===== config.mk =====
export PLATFORM = sky130hd
export DESIGN_NAME = store_buffer
export DESIGN_NICKNAME = d
export VERILOG_FILES = /design/src/logic/lsu_pkg.sv /design/src/logic/store_buffer.sv
export SDC_FILE = /design/constraint.sdc
export NUM_CORES = 1
export LEC_CHECK = 0
export ABC_AREA = 1
export ABC_CLOCK_PERIOD_IN_PS = 2900
export BUFFER_PORTS_ARGS = -buffer_cell sky130_fd_sc_hd__buf_4
export CAP_MARGIN = 20
export CORE_MARGIN = 8
export CORE_UTILIZATION = 32
export CTS_BUF_LIST = sky130_fd_sc_hd__clkbuf_4 sky130_fd_sc_hd__clkbuf_8
export CTS_CLUSTER_SIZE = 20
export DETAILED_ROUTE_END_ITERATION = 6
export GPL_TIMING_DRIVEN = 0
export PLACE_DENSITY = 0.49
export SLEW_MARGIN = 20
export SYNTH_ARGS = -nofsm -noshare
export SYNTH_HDL_FRONTEND = slang
export SYNTH_SLANG_ARGS = --single-unit

===== constraint.sdc =====
create_clock -name clk_i -period 2.9 [get_ports clk_i]
set_input_delay 0.29 -clock clk_i [delete_from_list [all_inputs] [get_ports clk_i]]
set_output_delay 0.29 -clock clk_i [all_outputs]
set_load 0.1 [all_outputs]

===== src/logic/lsu_pkg.sv =====
`default_nettype none

package lsu_pkg;

    // ----------------------------------------------------------
    // Vector types
    // ----------------------------------------------------------

    typedef logic [31:0] data_word_t;
    typedef logic [31:0] address_t;

    // Word index into the data memory, taken from address bits 9 to 2
    typedef logic [7:0] dmem_index_t;

    // ----------------------------------------------------------
    // Memory map and sizes
    // ----------------------------------------------------------

    // Low timer word, the high word follows four bytes above
    localparam address_t TIMER_START = 32'h0000_0100;
    localparam address_t TIMER_END = 32'h0000_0108;

    // Everything above the IO region is cachable RAM
    localparam address_t IO_END = 32'h0000_0FFF;
    localparam address_t RAM_START = 32'h0000_1000;

    localparam int DMEM_WORDS = 256;
    localparam int MEM_LATENCY = 2;
    localparam int STB_DEPTH = 4;

    // Pointer width of the store buffer, its count is one bit wider
    localparam int STB_PTR_W = $clog2(STB_DEPTH);

    // ----------------------------------------------------------
    // Operations and channels
    // ----------------------------------------------------------

    typedef enum logic [1:0] {
        LDB,
        LDH,
        LDW
    } ldu_uop_e;

    typedef struct packed {
        ldu_uop_e uop;
        logic     signed_load;
    } ldu_uop_t;

    typedef struct packed {
        address_t   address;
        data_word_t data;
    } store_entry_t;

    typedef struct packed {
        logic     request;
        address_t address;
    } load_request_t;

    typedef struct packed {
        logic       valid;
        data_word_t data;
    } load_response_t;

    typedef struct packed {
        logic         valid;
        store_entry_t entry;
    } mem_write_t;

endpackage : lsu_pkg

`default_nettype wire


===== src/logic/store_buffer.sv =====
`default_nettype none

module store_buffer import lsu_pkg::*; (
    input  wire logic         clk_i,
    input  wire logic         rst_n_i,
    input  wire logic         push_i,
    input  wire store_entry_t push_entry_i,
    output logic              full_o,
    input  wire address_t     load_address_i,
    output logic              address_match_o,
    output data_word_t        forwarded_data_o,
    output mem_write_t        mem_write_o,
    input  wire logic         write_done_i
);

    store_entry_t fifo_q [STB_DEPTH];

    logic [STB_PTR_W-1:0] rd_ptr_q;
    logic [STB_PTR_W-1:0] wr_ptr_q;
    logic [STB_PTR_W:0]   count_q;

    // ----------------------------------------------------------
    // Pointers and occupancy
    // ----------------------------------------------------------

    // The depth is a power of two so the pointers wrap on their own
    always_ff @(posedge clk_i) begin
        if (!rst_n_i) begin
            rd_ptr_q <= '0;
            wr_ptr_q <= '0;
            count_q <= '0;
        end else begin
            if (push_i) begin
                wr_ptr_q <= wr_ptr_q + 1'b1;
            end
            if (write_done_i) begin
                rd_ptr_q <= rd_ptr_q + 1'b1;
            end

            case ({push_i, write_done_i})
                2'b10: count_q <= count_q + 1'b1;
                2'b01: count_q <= count_q - 1'b1;
                default: count_q <= count_q;
            endcase
        end
    end

    always_ff @(posedge clk_i) begin
        if (push_i) begin
            fifo_q[wr_ptr_q] <= push_entry_i;
        end
    end

    assign full_o = (count_q == (STB_PTR_W + 1)'(STB_DEPTH));

    // The oldest entry is offered to the memory while anything is pending
    assign mem_write_o.valid = (count_q != '0);
    assign mem_write_o.entry = fifo_q[rd_ptr_q];

    // ----------------------------------------------------------
    // Forwarding search
    // ----------------------------------------------------------

    // Entries are scanned from oldest to youngest, so a later hit overrides
    always_comb begin : forward_search
        logic [STB_PTR_W-1:0] idx;

        idx = rd_ptr_q;
        address_match_o = 1'b0;
        forwarded_data_o = '0;

        for (int i = 0; i < STB_DEPTH; i++) begin
            idx = rd_ptr_q + STB_PTR_W'(i);
            if ((i < int'(count_q)) &&
                (fifo_q[idx].address[31:2] == load_address_i[31:2])) begin
                address_match_o = 1'b1;
                forwarded_data_o = fifo_q[idx].data;
            end
        end
    end

    a_no_push_when_full: assert property (@(posedge clk_i) disable iff (!rst_n_i)
        push_i |-> !full_o);

    // The memory only acknowledges a write the buffer actually offered
    a_done_needs_entry: assert property (@(posedge clk_i) disable iff (!rst_n_i)
        write_done_i |-> mem_write_o.valid);

endmodule : store_buffer

`default_nettype wire


==> metrics.md, run 1 <==
| Metric | Value |
|---|---|
| Number of vias per cell after detailed routing | 5.37 |
| Number of placed I/O pins | 199 |
| Clock period minus worst slack | 3900 ps |
| Flip-flop cell with the highest count after synthesis | sky130_fd_sc_hd__edfxtp_1 |
| H-Tree Level Count | 2 |
| Warnings from Yosys | 0 |
| Required time at the worst-slack endpoint | 2610 ps |
| Post-synthesis register bit count | 265 |
| Portion of the clock cycle consumed by the worst path in the final layout | 1.34 |
| Overall fraction of global-route tracks in use | 0.270 |
| Power per Cell Area | roughly 520 nW/um2 |
| Number of buffers inserted during clock tree synthesis | 48 |
| Fraction of final layout cells sized beyond drive strength 1 | 0.244 |
| Category of the worst setup path launch point | flip-flop |
| Capturing element of the worst setup path | forwarded_data_o[31] |
| Fraction of synthesis flops using an asynchronous set or reset pin | 0 |
| Global-route congestion overflow total | 0 |
| Final total power | 13.7 mW |
| Clock slew at the register clock pins of the worst setup and hold paths | 60 ps |
| Final design utilization | 0.465 |
| Leakage dissipation | 11.4 nW |
| Maximum root-to-sink buffer count | 3 |
| Register-to-register path setup slack | 790 ps |
| Number of different library cells in the post-synthesis netlist | 30 |
| Number of fillers in the final layout | 5,589 |
| Number of iterations in the first detailed-routing pass | 7 |
| Critical Path Sink Type | output pin |
| Post-route DRC | 0 |
| Count of port buffers added during placement | 195 |
| Setup skew after layout | 49.8 ps |
| Mean cell area of the mapped netlist | 7.05 um2 |
| Peak supply drop | 0.434 mV |
| Cell with the most instances after synthesis | sky130_fd_sc_hd__nand2_1 |
| Vias | between 20,000 and 25,000 |
| First-pass GRT wire length | between 100,000 and 150,000 um |
| Setup repair after global routing missed its margin | yes |
| R2r startpoint | rd_ptr_q[0] |
| Number of flops mapped to enable cells by yosys | 256 |
| # Max-Cap Violations | 0 |
| Total count of hold-check failures in the final report | 0 |
| CTS tree | yes |
| Critical Path Start | rd_ptr_q[0] |
| Maximum number of pins on one net before global-route repair | 38 |
| Sum Neg Setup Slack | -31,260 ps |
| Part of the Yosys area used for sequential elements | 0.438 |
| Weighted congestion at the end of routability-driven global placement | 0.988 |
| Root buffer cell | sky130_fd_sc_hd__clkbuf_8 |
| Biggest fanout along the worst timing path | 10 |
| Crit Reg-Reg Endpoint | rd_ptr_q[1] |
| Summed instance area of the synthesized netlist | around 18,000 um2 |
| Arrival time worst endpoint | between 3000 and 4000 ps |
| Syn Nets | roughly 2,700 |
| Post-layout nets | 3,047 |
| Leading cell types by count after synthesis | 1,096 x sky130_fd_sc_hd__nand2_1, 256 x sky130_fd_sc_hd__edfxtp_1, 221 x sky130_fd_sc_hd__o21ai_0 |
| Final setup violation count | 33 |
| Antenna-violating nets left | 0 |
| Cell type with the highest aggregate area in the netlist | sky130_fd_sc_hd__edfxtp_1 |
| Worst hold-check path type | primary input to flip-flop |
| Cells on worst reg2reg path | 10 |
| Number of antenna violations at the first check in global routing | 3 |
| Area growth, synth to finish | 45.1% |
| Violated checks | negative setup slack |
| Initial core utilization | 0.321 |
| Result of the run | complete, but fails checks |
| Die height | 253 um |
| Number of sinks driven by the clock tree | between 200 and 300 |
| Number of global-route vias before repair | 19,395 |
| Number of pins exceeding their max-slew limit in the final report | 0 |
| X dimension of the die | between 200 and 300 um |
| Placeable core area | 56,000 um2 |
| Top cells by area, synth | sky130_fd_sc_hd__edfxtp_1 43%, sky130_fd_sc_hd__nand2_1 23%, sky130_fd_sc_hd__o21ai_0 6.2% |
| Measured slew at the worst slew-check pin | 816 ps |
| Number of cells produced by synthesis | 2,547 |
| Worst setup slack after layout | -997 ps |
| Clock latency on the worst-skew pair | 670 ps |
| Slew margin rel. | 0.453 |
| Die Outline Area | 63,900 um2 |
| Max Fclk | 257 MHz |
| Core Rows | 87 |
| Detailed Route Iter0 Violations | 1,996 |
| Final routed wire length divided by cell count | 24.4 um |
| Total wire length | about 91,000 um |
| Share of the synthesized area in the top cell type | 0.428 |
| Hpwl dp | between 60,000 and 70,000 um |
| CP Class | flip-flop to output pin |
-- metal layers --
metal,global-route usage,vias up,part of all wire
met5,0,-,0.00029
met4,0.121,4,0.046
met3,0.0389,202,0.070
met2,0.470,970,0.49
met1,0.330,9612,0.39
li1,-,9248,-
-- power breakdown --
group	internal, mW	switching (mW)	leakage (nW)	total [mW]
Combinational	1.66	3.87	8.43	5.53
Clock	1.93	1.70	0.512	3.62
Sequential	4.39	0.122	2.43	4.51
-- flip-flops by register name, summed over array words and instances (netlist names), named ones only --
name	count
fifo_q	256
count_q	3
rd_ptr_q	2
wr_ptr_q	2
-- placed cells by master (no fill, tap or decap), drive strengths merged, types with 2 or more instances in the layout --
cell,count
nand4,10
a22oi,7
o22ai,35
nand3,178
a21oi,81
clkinv,25
bufinv,2
buf,345
a221oi,32
inv,180
dfxtp,9
diode,2
edfxtp,256
nor2,190
mux2i,32
clkinvlp,5
dlygate4sd3,68
o211ai,33
clkbuf,129
xor2,16
ha,9
o21ai,229
nand2,1100
-- worst min path at each step --
stage / end / start / cells after the start
after floorplan: fifo_q[0][0] / push_entry_i[0] / 0
after global placement: fifo_q[3][17] / push_entry_i[17] / 1
after detailed placement: fifo_q[0][46] / push_entry_i[46] / 1
after CTS: fifo_q[0][22] / push_entry_i[22] / 2
after global routing: fifo_q[3][20] / push_entry_i[20] / 2
final: fifo_q[0][23] / push_entry_i[23] / 2
-- per-stage QoR --
step / instances / hold WS, ps / worst slack [ps] / instance area, um2
2_1_floorplan: 2547 / 389 / -177 / 18700
3_3_place_gp: 3498 / 489 / -1820 / 21100
3_5_place_dp: 3502 / 495 / -1820 / 21200
4_1_cts: 3707 / 302 / -965 / 25200
5_1_grt: 3732 / 320 / -1120 / 26000
6_report: 3734 / 354 / -997 / 26000
-- timing repair --
action	4_1_cts	5_1_grt
gates cloned	5	13
endpoints found under the hold margin	264	0
gates resized for setup	529	156
pin swaps	52	52
hold buffers	68	0
setup endpoints to repair	91	59
buffers inserted	44	12
-- cell type report --
type                    count  area, um2  area share
plain buffers             141       1430      0.0550
inverters                 186        754      0.0290
flip-flops and latches    265       7880       0.302
diodes                      2       5.00    0.000192
well taps                 756        946      0.0363
clock inverters            26        196     0.00754
repair buffers            340       3820       0.147
multi-input cells        1956      10200       0.394
clock buffers              62        766      0.0294
-- cell families (layout without fill, tap and decap cells) --
family,count (synthesis),after routing,synth area share
compound gates,417,417,0.131
xor+xnor,17,17,0.00829
other cells,0,2,0
simple gates,1480,1481,0.325
flops,265,265,0.438
mux,32,32,0.0178
buf+inv,327,755,0.0734
fa+ha+maj,9,9,0.00627
-- worst max-delay path, cell delays in order (launching register included) --
cell and delay [ps]:
sky130_fd_sc_hd__dfxtp_4 370, sky130_fd_sc_hd__buf_16 150, sky130_fd_sc_hd__clkbuf_8 200, sky130_fd_sc_hd__o21ai_0 340
sky130_fd_sc_hd__nand2_1 140, sky130_fd_sc_hd__nand3_1 120, sky130_fd_sc_hd__o21ai_0 140, sky130_fd_sc_hd__nor2_1 120
sky130_fd_sc_hd__nand2_1 90, sky130_fd_sc_hd__nor2_4 150, sky130_fd_sc_hd__nand2_2 70, sky130_fd_sc_hd__nor2_4 120
sky130_fd_sc_hd__buf_12 130, sky130_fd_sc_hd__buf_8 130, sky130_fd_sc_hd__clkbuf_16 150, sky130_fd_sc_hd__o211ai_1 110
sky130_fd_sc_hd__nand2_2 170, sky130_fd_sc_hd__buf_12 190
No activity file was read; power rests on OpenSTA's default activity.
==> run 2, diff against run 1 <==
--- a/config.mk
+++ b/config.mk
@@ -16,6 +16,7 @@
 export DETAILED_ROUTE_END_ITERATION = 6
 export GPL_TIMING_DRIVEN = 0
 export PLACE_DENSITY = 0.49
+export REMOVE_ABC_BUFFERS = 1
 export SLEW_MARGIN = 20
 export SYNTH_ARGS = -nofsm -noshare
 export SYNTH_HDL_FRONTEND = slang
==> run 2 against run 1 <==
Effect of this change:
- the flow still finishes with violations (negative setup slack)
- global-route usage fell by 0.95 points
- power up 1.0%
- cell count decreased by 0.78%
- largest cell class unchanged
- largest power group unchanged
==> metrics.md, run 2 (synthesis gave the netlist of run 1 again) <==
| Metric | Value |
|---|---|
| Result of the run | complete, but fails checks |
| Violated checks | negative setup slack |
| Required time at the worst-slack endpoint | 2610 ps (about the same) |
| Post-route DRC | 0 (unchanged) |
| Peak supply drop | 0.451 mV (+3.8%) |
| Cell area after layout | 26,300 um2 (+0.81%) |
| X dimension of the die | 253 um (unchanged) |
| Number of iterations in the first detailed-routing pass | 6 (-1) |
| Global-route congestion overflow total | 0 (unchanged) |
| Worst path most repeated cell | sky130_fd_sc_hd__nand2_1 |
| R2r startpoint | rd_ptr_q[0] |
| Fraction of final layout cells sized beyond drive strength 1 | 0.228 (-0.0158) |
| Total count of hold-check failures in the final report | 0 (unchanged) |
| Final setup violation count | 33 (unchanged) |
| Die Outline Area | 63,900 um2 (unchanged) |
| Biggest fanout along the worst timing path | 19 (+9) |
| Number of buffers inserted during clock tree synthesis | 51 (+6.3%) |
| Startpoint of the lowest-slack hold path | push_entry_i[17] |
| Initial core utilization | 0.321 (unchanged) |
| Number of fillers in the final layout | 5,397 (-3.4%) |
| Register-to-register path setup slack | 980 ps (+190 ps) |
| Cell area reported after detailed placement | 20,600 um2 (-2.6%) |
| Count of port buffers added during placement | 196 (+0.51%) |
| Number of vias per cell after detailed routing | 5.46 (+1.8%) |
| Placeable core area | 56,000 um2 (unchanged) |
| CTS tree | yes |
| Multi-input gate area | 9850 um2 (-3.9%) |
| Sink of the worst hold path | fifo_q[2][17] |
| Detailed Route Iter0 Violations | 2,067 (+3.6%) |
| Power per Cell Area | 526 nW/um2 (+0.21%) |
| Post-layout nets | 3,018 (-0.95%) |
| Number of global-route vias before repair | 18,985 (-2.1%) |
| Number of placed I/O pins | 199 (unchanged) |
| Commonest non-fill, non-tap cell in the layout | sky130_fd_sc_hd__nand2_1 |
| Vias | 20,236 (+1.0%) |
| Delay of the slowest cell on the worst path | 380 ps (about the same) |
| Leakage dissipation | 11.7 nW (+2.8%) |
| Root buffer cell | sky130_fd_sc_hd__clkbuf_8 |
| Hpwl dp | 47,500 um (-26%) |
| Ordered cell list for the critical path | buf_16 -> buf_16 -> clkinv_16 -> bufbuf_16 -> nand2_1 -> nand3_1 -> nand2_1 -> inv_1 -> nand2_1 -> nand4_1 -> nor2_1 -> nand2_1 -> nor2_2 -> nand2_4 -> nand2_8 -> buf_16 -> nand2_1 -> nand2_2 -> nand2_1 -> nand2_2 -> buf_12 |
| Clock period minus worst slack | 3890 ps (-4.12 ps) |
| Setup repair after global routing missed its margin | yes |
| # Max-Cap Violations | 0 (unchanged) |
| Slew margin rel. | 0.506 (+0.0533) |
| Measured slew at the worst slew-check pin | 735 ps (-81.1 ps) |
| Top Registers | fifo_q x256, count_q x3 |
| Max Fclk | 257 MHz (+0.11%) |
| Overall fraction of global-route tracks in use | 0.261 (-0.00950) |
| Most frequent cells in the layout | 997 x sky130_fd_sc_hd__nand2_1, 256 x sky130_fd_sc_hd__edfxtp_1, 197 x sky130_fd_sc_hd__buf_4, 191 x sky130_fd_sc_hd__o21ai_0, 174 x sky130_fd_sc_hd__inv_1 |
| Max FFs per register | 256 (unchanged) |
| Worst hold-check path type | primary input to flip-flop |
| Cell Count Post-Placement | 3,388 (-3.3%) |
| Final routed wire length divided by cell count | 23.9 um (-1.9%) |
| Arrival time worst endpoint | 3600 ps (about the same) |
| Maximum root-to-sink buffer count | 3 (unchanged) |
| Core Rows | 87 (unchanged) |
| Number of non-filler instances in the completed layout | 3,705 (-0.78%) |
| Critical Path Sink Type | output pin |
| H-Tree Level Count | 2 (unchanged) |
| Pre-CTS setup slack | -2540 ps (-720 ps) |
| Cells on worst reg2reg path | 7 (-3) |
| Cell depth of the worst hold path | 2 (unchanged) |
| Sequential Area | 7880 um2 (about the same) |
| Category of the worst setup path launch point | flip-flop |
| Portion of the clock cycle consumed by the worst path in the final layout | 1.34 (-0.00142) |
| Antenna-violating nets left | 0 (unchanged) |
| First-pass GRT wire length | 125,000 um (-2.9%) |
| Maximum number of pins on one net before global-route repair | 60 (+58%) |
| CP max-delay cell | sky130_fd_sc_hd__dfxtp_4 |
| Die height | 253 um (unchanged) |
| Clock slew at the register clock pins of the worst setup and hold paths | 60 ps (about the same) |
| Number of sinks driven by the clock tree | 265 (unchanged) |
| Total wire length | 88,600 um (-2.7%) |
| Clock latency on the worst-skew pair | 670 ps (about the same) |
| Area growth, synth to finish | 46.2% |
| Number of antenna violations at the first check in global routing | 6 (+3) |
| Weighted congestion at the end of routability-driven global placement | 0.901 (-8.8%) |
| Most flops, register | fifo_q |
| Number of pins exceeding their max-slew limit in the final report | 0 (unchanged) |
| Setup skew after layout | 40.0 ps (-9.89 ps) |
| Worst setup slack after layout | -992 ps (+4.12 ps) |
| Final total power | 13.8 mW (+1.0%) |
| CP Class | flip-flop to output pin |
| Crit Reg-Reg Endpoint | rd_ptr_q[1] |
==> run 2: cell types whose count changed in the layout (fill, tap and decap cells not counted), moves of 11 or more <==
cell,change
sky130_fd_sc_hd__buf_16,+33
sky130_fd_sc_hd__buf_4,+11
sky130_fd_sc_hd__buf_6,-15
sky130_fd_sc_hd__buf_8,-11
sky130_fd_sc_hd__bufbuf_16,+16
sky130_fd_sc_hd__clkbuf_1,-24
sky130_fd_sc_hd__clkbuf_4,-12
sky130_fd_sc_hd__nand2_1,+31
sky130_fd_sc_hd__nand2_4,-30
sky130_fd_sc_hd__o22ai_1,+11
sky130_fd_sc_hd__o22ai_2,+21
sky130_fd_sc_hd__o22ai_4,-32
==> run 2: how the worst max path moves through the flow <==
stage	endpoint	slack [ps]
6_report	forwarded_data_o[15]	-990
5_1_grt	forwarded_data_o[8]	-1100
4_1_cts	forwarded_data_o[28]	-1060
3_5_place_dp	forwarded_data_o[16]	-2540
3_3_place_gp	forwarded_data_o[12]	-15210
2_1_floorplan	forwarded_data_o[0]	-8070
==> run 2: worst max-delay path, delay by kind of cell (launching register included) <==
family,cells,cell delay (ps)
AND/OR/NAND/NOR,14,1410
buffers and inverters,7,1170
flip-flops,1,380
==> run 2: layout make-up <==
type / count / area share
multi-input cells: 1968 / 0.375
flip-flops and latches: 265 / 0.300
repair buffers: 433 / 0.218
clock inverters: 25 / 0.00677
inverters: 186 / 0.0304
well taps: 756 / 0.0360
diodes: 4 / 0.000381
clock buffers: 64 / 0.0312
repair inverters: 4 / 0.00162
==> run 2: where the power goes <==
part / switching (mW) / internal (mW) / leakage (nW)
sequential: 0.109 / 4.39 / 2.43
clock: 1.73 / 2.02 / 0.529
combinational: 3.79 / 1.75 / 8.73
total: 5.63 / 8.16 / 11.7
==> run 2: layer usage <==
layer | up-vias | GRT usage | share of wire
met1 | 9552 | 0.323 | 0.38
met4 | 4 | 0.113 | 0.048
li1 | 9213 | - | -
met5 | - | 0 | 0.00034
met3 | 268 | 0.0589 | 0.10
met2 | 1199 | 0.433 | 0.47
==> run 2: stage by stage <==
stage / TNS (ps) / hold slack, ps / utilization
after global placement: -1318220 / 490 / 0.353
final: -31510 / 367 / 0.469
after CTS: -33300 / 307 / 0.452
after detailed placement: -81140 / 494 / 0.369
after global routing: -34940 / 344 / 0.469
after floorplan: -446930 / 389 / -
==> run 2: repair_timing <==
action | CTS | global route
cloned | 45 | 15
hold buffers | 68 | 0
pin swaps | 30 | 44
gates resized for setup | 314 | 139
endpoints found under the hold margin | 264 | 0
buffers inserted | 75 | 24
setup endpoints to repair | 97 | 41
==> run 3, diff against run 2 <==
--- a/config.mk
+++ b/config.mk
@@ -5,7 +5,6 @@
 export SDC_FILE = /design/constraint.sdc
 export NUM_CORES = 1
 export LEC_CHECK = 0
-export ABC_AREA = 1
 export ABC_CLOCK_PERIOD_IN_PS = 2900
 export BUFFER_PORTS_ARGS = -buffer_cell sky130_fd_sc_hd__buf_4
 export CAP_MARGIN = 20
==> run 3 against run 2 <==
Effect of this change:
- the flow still finishes with violations (negative setup slack)
- sequential power is 1% higher
- worst setup slack worse by 580 ps
- clock skew is 9.1 ps higher
- power is 7.0% lower
- sequential cell count stayed put
- highest routed layer unchanged
==> metrics.md, run 3 <==
| Metric | Value |
|---|---|
| Total wire length | 61,900 um (-30%) |
| First-pass GRT wire length | 91,300 um (-27%) |
| Number of cells produced by synthesis | 1,243 (-51%) |
| Weighted congestion at the end of routability-driven global placement | 0.849 (-5.8%) |
| Leakage dissipation | 8.32 nW (-29%) |
| Measured slew at the worst slew-check pin | 765 ps (+29.9 ps) |
| Number of sinks driven by the clock tree | 265 (unchanged) |
| Required time at the worst-slack endpoint | 2610 ps (about the same) |
| Share of the synthesized area in the top cell type | 0.442 (+0.0141) |
| Setup repair after global routing missed its margin | yes |
| Maximum root-to-sink buffer count | 3 (unchanged) |
| Clock latency on the worst-skew pair | 650 ps (-20 ps) |
| Total count of hold-check failures in the final report | 0 (unchanged) |
| Warnings from Yosys | 0 (unchanged) |
| Die Outline Area | 62,000 um2 (-3.0%) |
| Number of placed I/O pins | 199 (unchanged) |
| Overall fraction of global-route tracks in use | 0.194 (-0.0667) |
| Hpwl dp | 39,700 um (-17%) |
| Flip-flop cell with the highest count after synthesis | sky130_fd_sc_hd__edfxtp_1 |
| Final routed wire length divided by cell count | 26.4 um (+11%) |
| Power per Cell Area | 527 nW/um2 (+0.27%) |
| Fraction of synthesis flops using an asynchronous set or reset pin | 0 (unchanged) |
| Result of the run | complete, but fails checks |
| Number of different library cells in the post-synthesis netlist | 62 (+110%) |
| Max Fclk | 224 MHz (-13%) |
| Number of antenna violations at the first check in global routing | 9 (+3) |
| Leading cell types by count after synthesis | 256 x sky130_fd_sc_hd__edfxtp_1, 137 x sky130_fd_sc_hd__mux4_2, 130 x sky130_fd_sc_hd__mux2i_1 |
| Most frequent cells in the layout | 256 x sky130_fd_sc_hd__edfxtp_1, 230 x sky130_fd_sc_hd__buf_4, 137 x sky130_fd_sc_hd__mux4_2, 114 x sky130_fd_sc_hd__mux2i_1, 80 x sky130_fd_sc_hd__nand2_1 |
| Final setup violation count | 33 (unchanged) |
| X dimension of the die | 249 um (-1.5%) |
| Top Registers | fifo_q x256, count_q x3 |
| Cell with the most instances after synthesis | sky130_fd_sc_hd__edfxtp_1 |
| Post-synthesis register bit count | 265 (unchanged) |
| Cell Count Post-Placement | 2,058 (-39%) |
| CTS tree | yes |
| Cell area after layout | 24,300 um2 (-7.3%) |
| Clock slew at the register clock pins of the worst setup and hold paths | 60 ps (about the same) |
| Violated checks | negative setup slack |
| Number of iterations in the first detailed-routing pass | 5 (-1) |
| Number of non-filler instances in the completed layout | 2,342 (-37%) |
| Number of flops mapped to enable cells by yosys | 256 (unchanged) |
| Mean cell area of the mapped netlist | 14.0 um2 (+98%) |
| Arrival time worst endpoint | 4180 ps (+580 ps) |
| Worst hold-check path type | primary input to flip-flop |
| Clock period minus worst slack | 4470 ps (+580 ps) |
| Biggest fanout along the worst timing path | 7 (-12) |
| Summed instance area of the synthesized netlist | 17,400 um2 (-3.2%) |
| Die height | 249 um (-1.5%) |
| Worst setup slack after layout | -1570 ps (-580 ps) |
| # Max-Cap Violations | 0 (unchanged) |
| Number of pins exceeding their max-slew limit in the final report | 0 (unchanged) |
| Max FFs per register | 256 (unchanged) |
| Cell area reported after detailed placement | 19,800 um2 (-4.1%) |
| Core Rows | 85 (-2.3%) |
| Maximum number of pins on one net before global-route repair | 46 (-23%) |
| Post-layout nets | 1,712 (-43%) |
| CP Class | flip-flop to output pin |
| Placeable core area | 53,800 um2 (-3.8%) |
| Portion of the clock cycle consumed by the worst path in the final layout | 1.54 (+0.200) |
| Number of global-route vias before repair | 13,764 (-28%) |
| Top cells by area, synth | sky130_fd_sc_hd__edfxtp_1 44%, sky130_fd_sc_hd__mux4_2 18%, sky130_fd_sc_hd__mux2i_1 7.5% |
| Antenna-violating nets left | 0 (unchanged) |
| Count of port buffers added during placement | 196 (unchanged) |
| Register-to-register path setup slack | 1010 ps (+30 ps) |
| Fraction of final layout cells sized beyond drive strength 1 | 0.469 (+0.241) |
| Number of vias per cell after detailed routing | 5.58 (+2.1%) |
| Category of the worst setup path launch point | flip-flop |
| Most flops, register | fifo_q |
| Setup skew after layout | 49.0 ps (+9.08 ps) |
| Global-route congestion overflow total | 0 (unchanged) |
| Critical Path Sink Type | output pin |
| Number of buffers inserted during clock tree synthesis | 53 (+3.9%) |
| Peak supply drop | 0.354 mV (-21%) |
| Commonest non-fill, non-tap cell in the layout | sky130_fd_sc_hd__edfxtp_1 |
| H-Tree Level Count | 2 (unchanged) |
| Part of the Yosys area used for sequential elements | 0.453 (+0.0145) |
| Cell type with the highest aggregate area in the netlist | sky130_fd_sc_hd__edfxtp_1 |
| Root buffer cell | sky130_fd_sc_hd__clkbuf_8 |
| Vias | 13,057 (-35%) |
| Initial core utilization | 0.323 (+0.00207) |
| Slew margin rel. | 0.486 (-0.0198) |
| Detailed Route Iter0 Violations | 978 (-53%) |
| Final design utilization | 0.452 (-0.0169) |
| Final total power | 12.8 mW (-7.0%) |
| Area growth, synth to finish | 40.1% |
| Post-route DRC | 0 (unchanged) |
[run 3: cell count changes after synthesis, sizes merged, moves of 39 or more]
cell / before / now
mux2: 0 / 71
nand3: 178 / 6
a21oi: 81 / 42
mux4: 0 / 137
nor2: 190 / 15
nand2: 1099 / 80
o21ai: 229 / 74
xnor2: 1 / 88
mux2i: 32 / 130
inv: 183 / 13
[run 3: final timing paths]
path,cells after the start,to,from
setup / recovery,13,forwarded_data_o[15],rd_ptr_q[0]
hold / removal,2,fifo_q[2][31],push_entry_i[31]
setup reg to reg,3,fifo_q[3][22],wr_ptr_q[0]
hold reg to reg,2,wr_ptr_q[1],wr_ptr_q[1]
[run 3: final cells by class]
| class | count | area [um2] |
|---|---|---|
| Fill cell | 4890 | 29500 |
| Multi-Input combinational cell | 853 | 9580 |
| Sequential cell | 265 | 7880 |
| Timing Repair Buffer | 417 | 4870 |
| Clock buffer | 71 | 896 |
| Tap cell | 696 | 871 |
| Clock inverter | 24 | 188 |
| Inverter | 13 | 51.3 |
| Antenna cell | 3 | 7.51 |
[run 3: stage by stage]
| step | hold WS (ps) | TNS [ps] | worst slack (ps) |
|---|---|---|---|
| final | 389 | -50270 | -1570 |
| after global routing | 362 | -54230 | -1700 |
| after CTS | 328 | -52020 | -1630 |
| after detailed placement | 493 | -67770 | -2450 |
| after global placement | 492 | -1199160 | -18160 |
| after floorplan | 389 | -486760 | -12930 |
[run 3: worst max-delay path, cell delays in order (launching register included)]
cell and delay [ps]:
sky130_fd_sc_hd__dfxtp_4 390, sky130_fd_sc_hd__buf_16 150, sky130_fd_sc_hd__buf_16 140, sky130_fd_sc_hd__buf_12 100, sky130_fd_sc_hd__mux4_2 510, sky130_fd_sc_hd__xnor2_2 190
sky130_fd_sc_hd__nand4_1 260, sky130_fd_sc_hd__a2111oi_2 280, sky130_fd_sc_hd__nand3_1 140, sky130_fd_sc_hd__and4bb_4 520, sky130_fd_sc_hd__buf_12 210, sky130_fd_sc_hd__a21oi_4 60
sky130_fd_sc_hd__a22oi_2 310, sky130_fd_sc_hd__buf_12 220
[run 3: power by group]
part	switching [mW]	internal, mW	leakage [nW]
clock network	1.72	2.26	0.572
registers	0.137	4.41	2.43
logic	2.61	1.70	5.32
[run 3: logic make-up after synthesis]
group,share of synthesized area
AOI/OAI and AO/OA,0.0898
xor gates and xnor gates,0.0549
adders and majority gates,0.00648
buffers and inverters,0.0397
DFF,0.453
muxes,0.298
and+or+nand+nor,0.0580
[run 3: repair_timing]
| action | CTS | global route |
|---|---|---|
| endpoints found under the hold margin | 265 | 0 |
| pin swaps | 65 | 30 |
| buffers inserted | 82 | 19 |
| gates resized for setup | 245 | 28 |
| hold buffers | 68 | 0 |
| gates cloned | 19 | 1 |
| setup endpoints to repair | 41 | 33 |
[run 3: layer usage]
metal,GRT usage,part of all wire,up-vias
li1,-,-,5713
met1,0.246,0.42,6790
met2,0.329,0.49,429
met3,0.0459,0.067,113
met4,0.0547,0.024,12
met5,0,0.0012,-
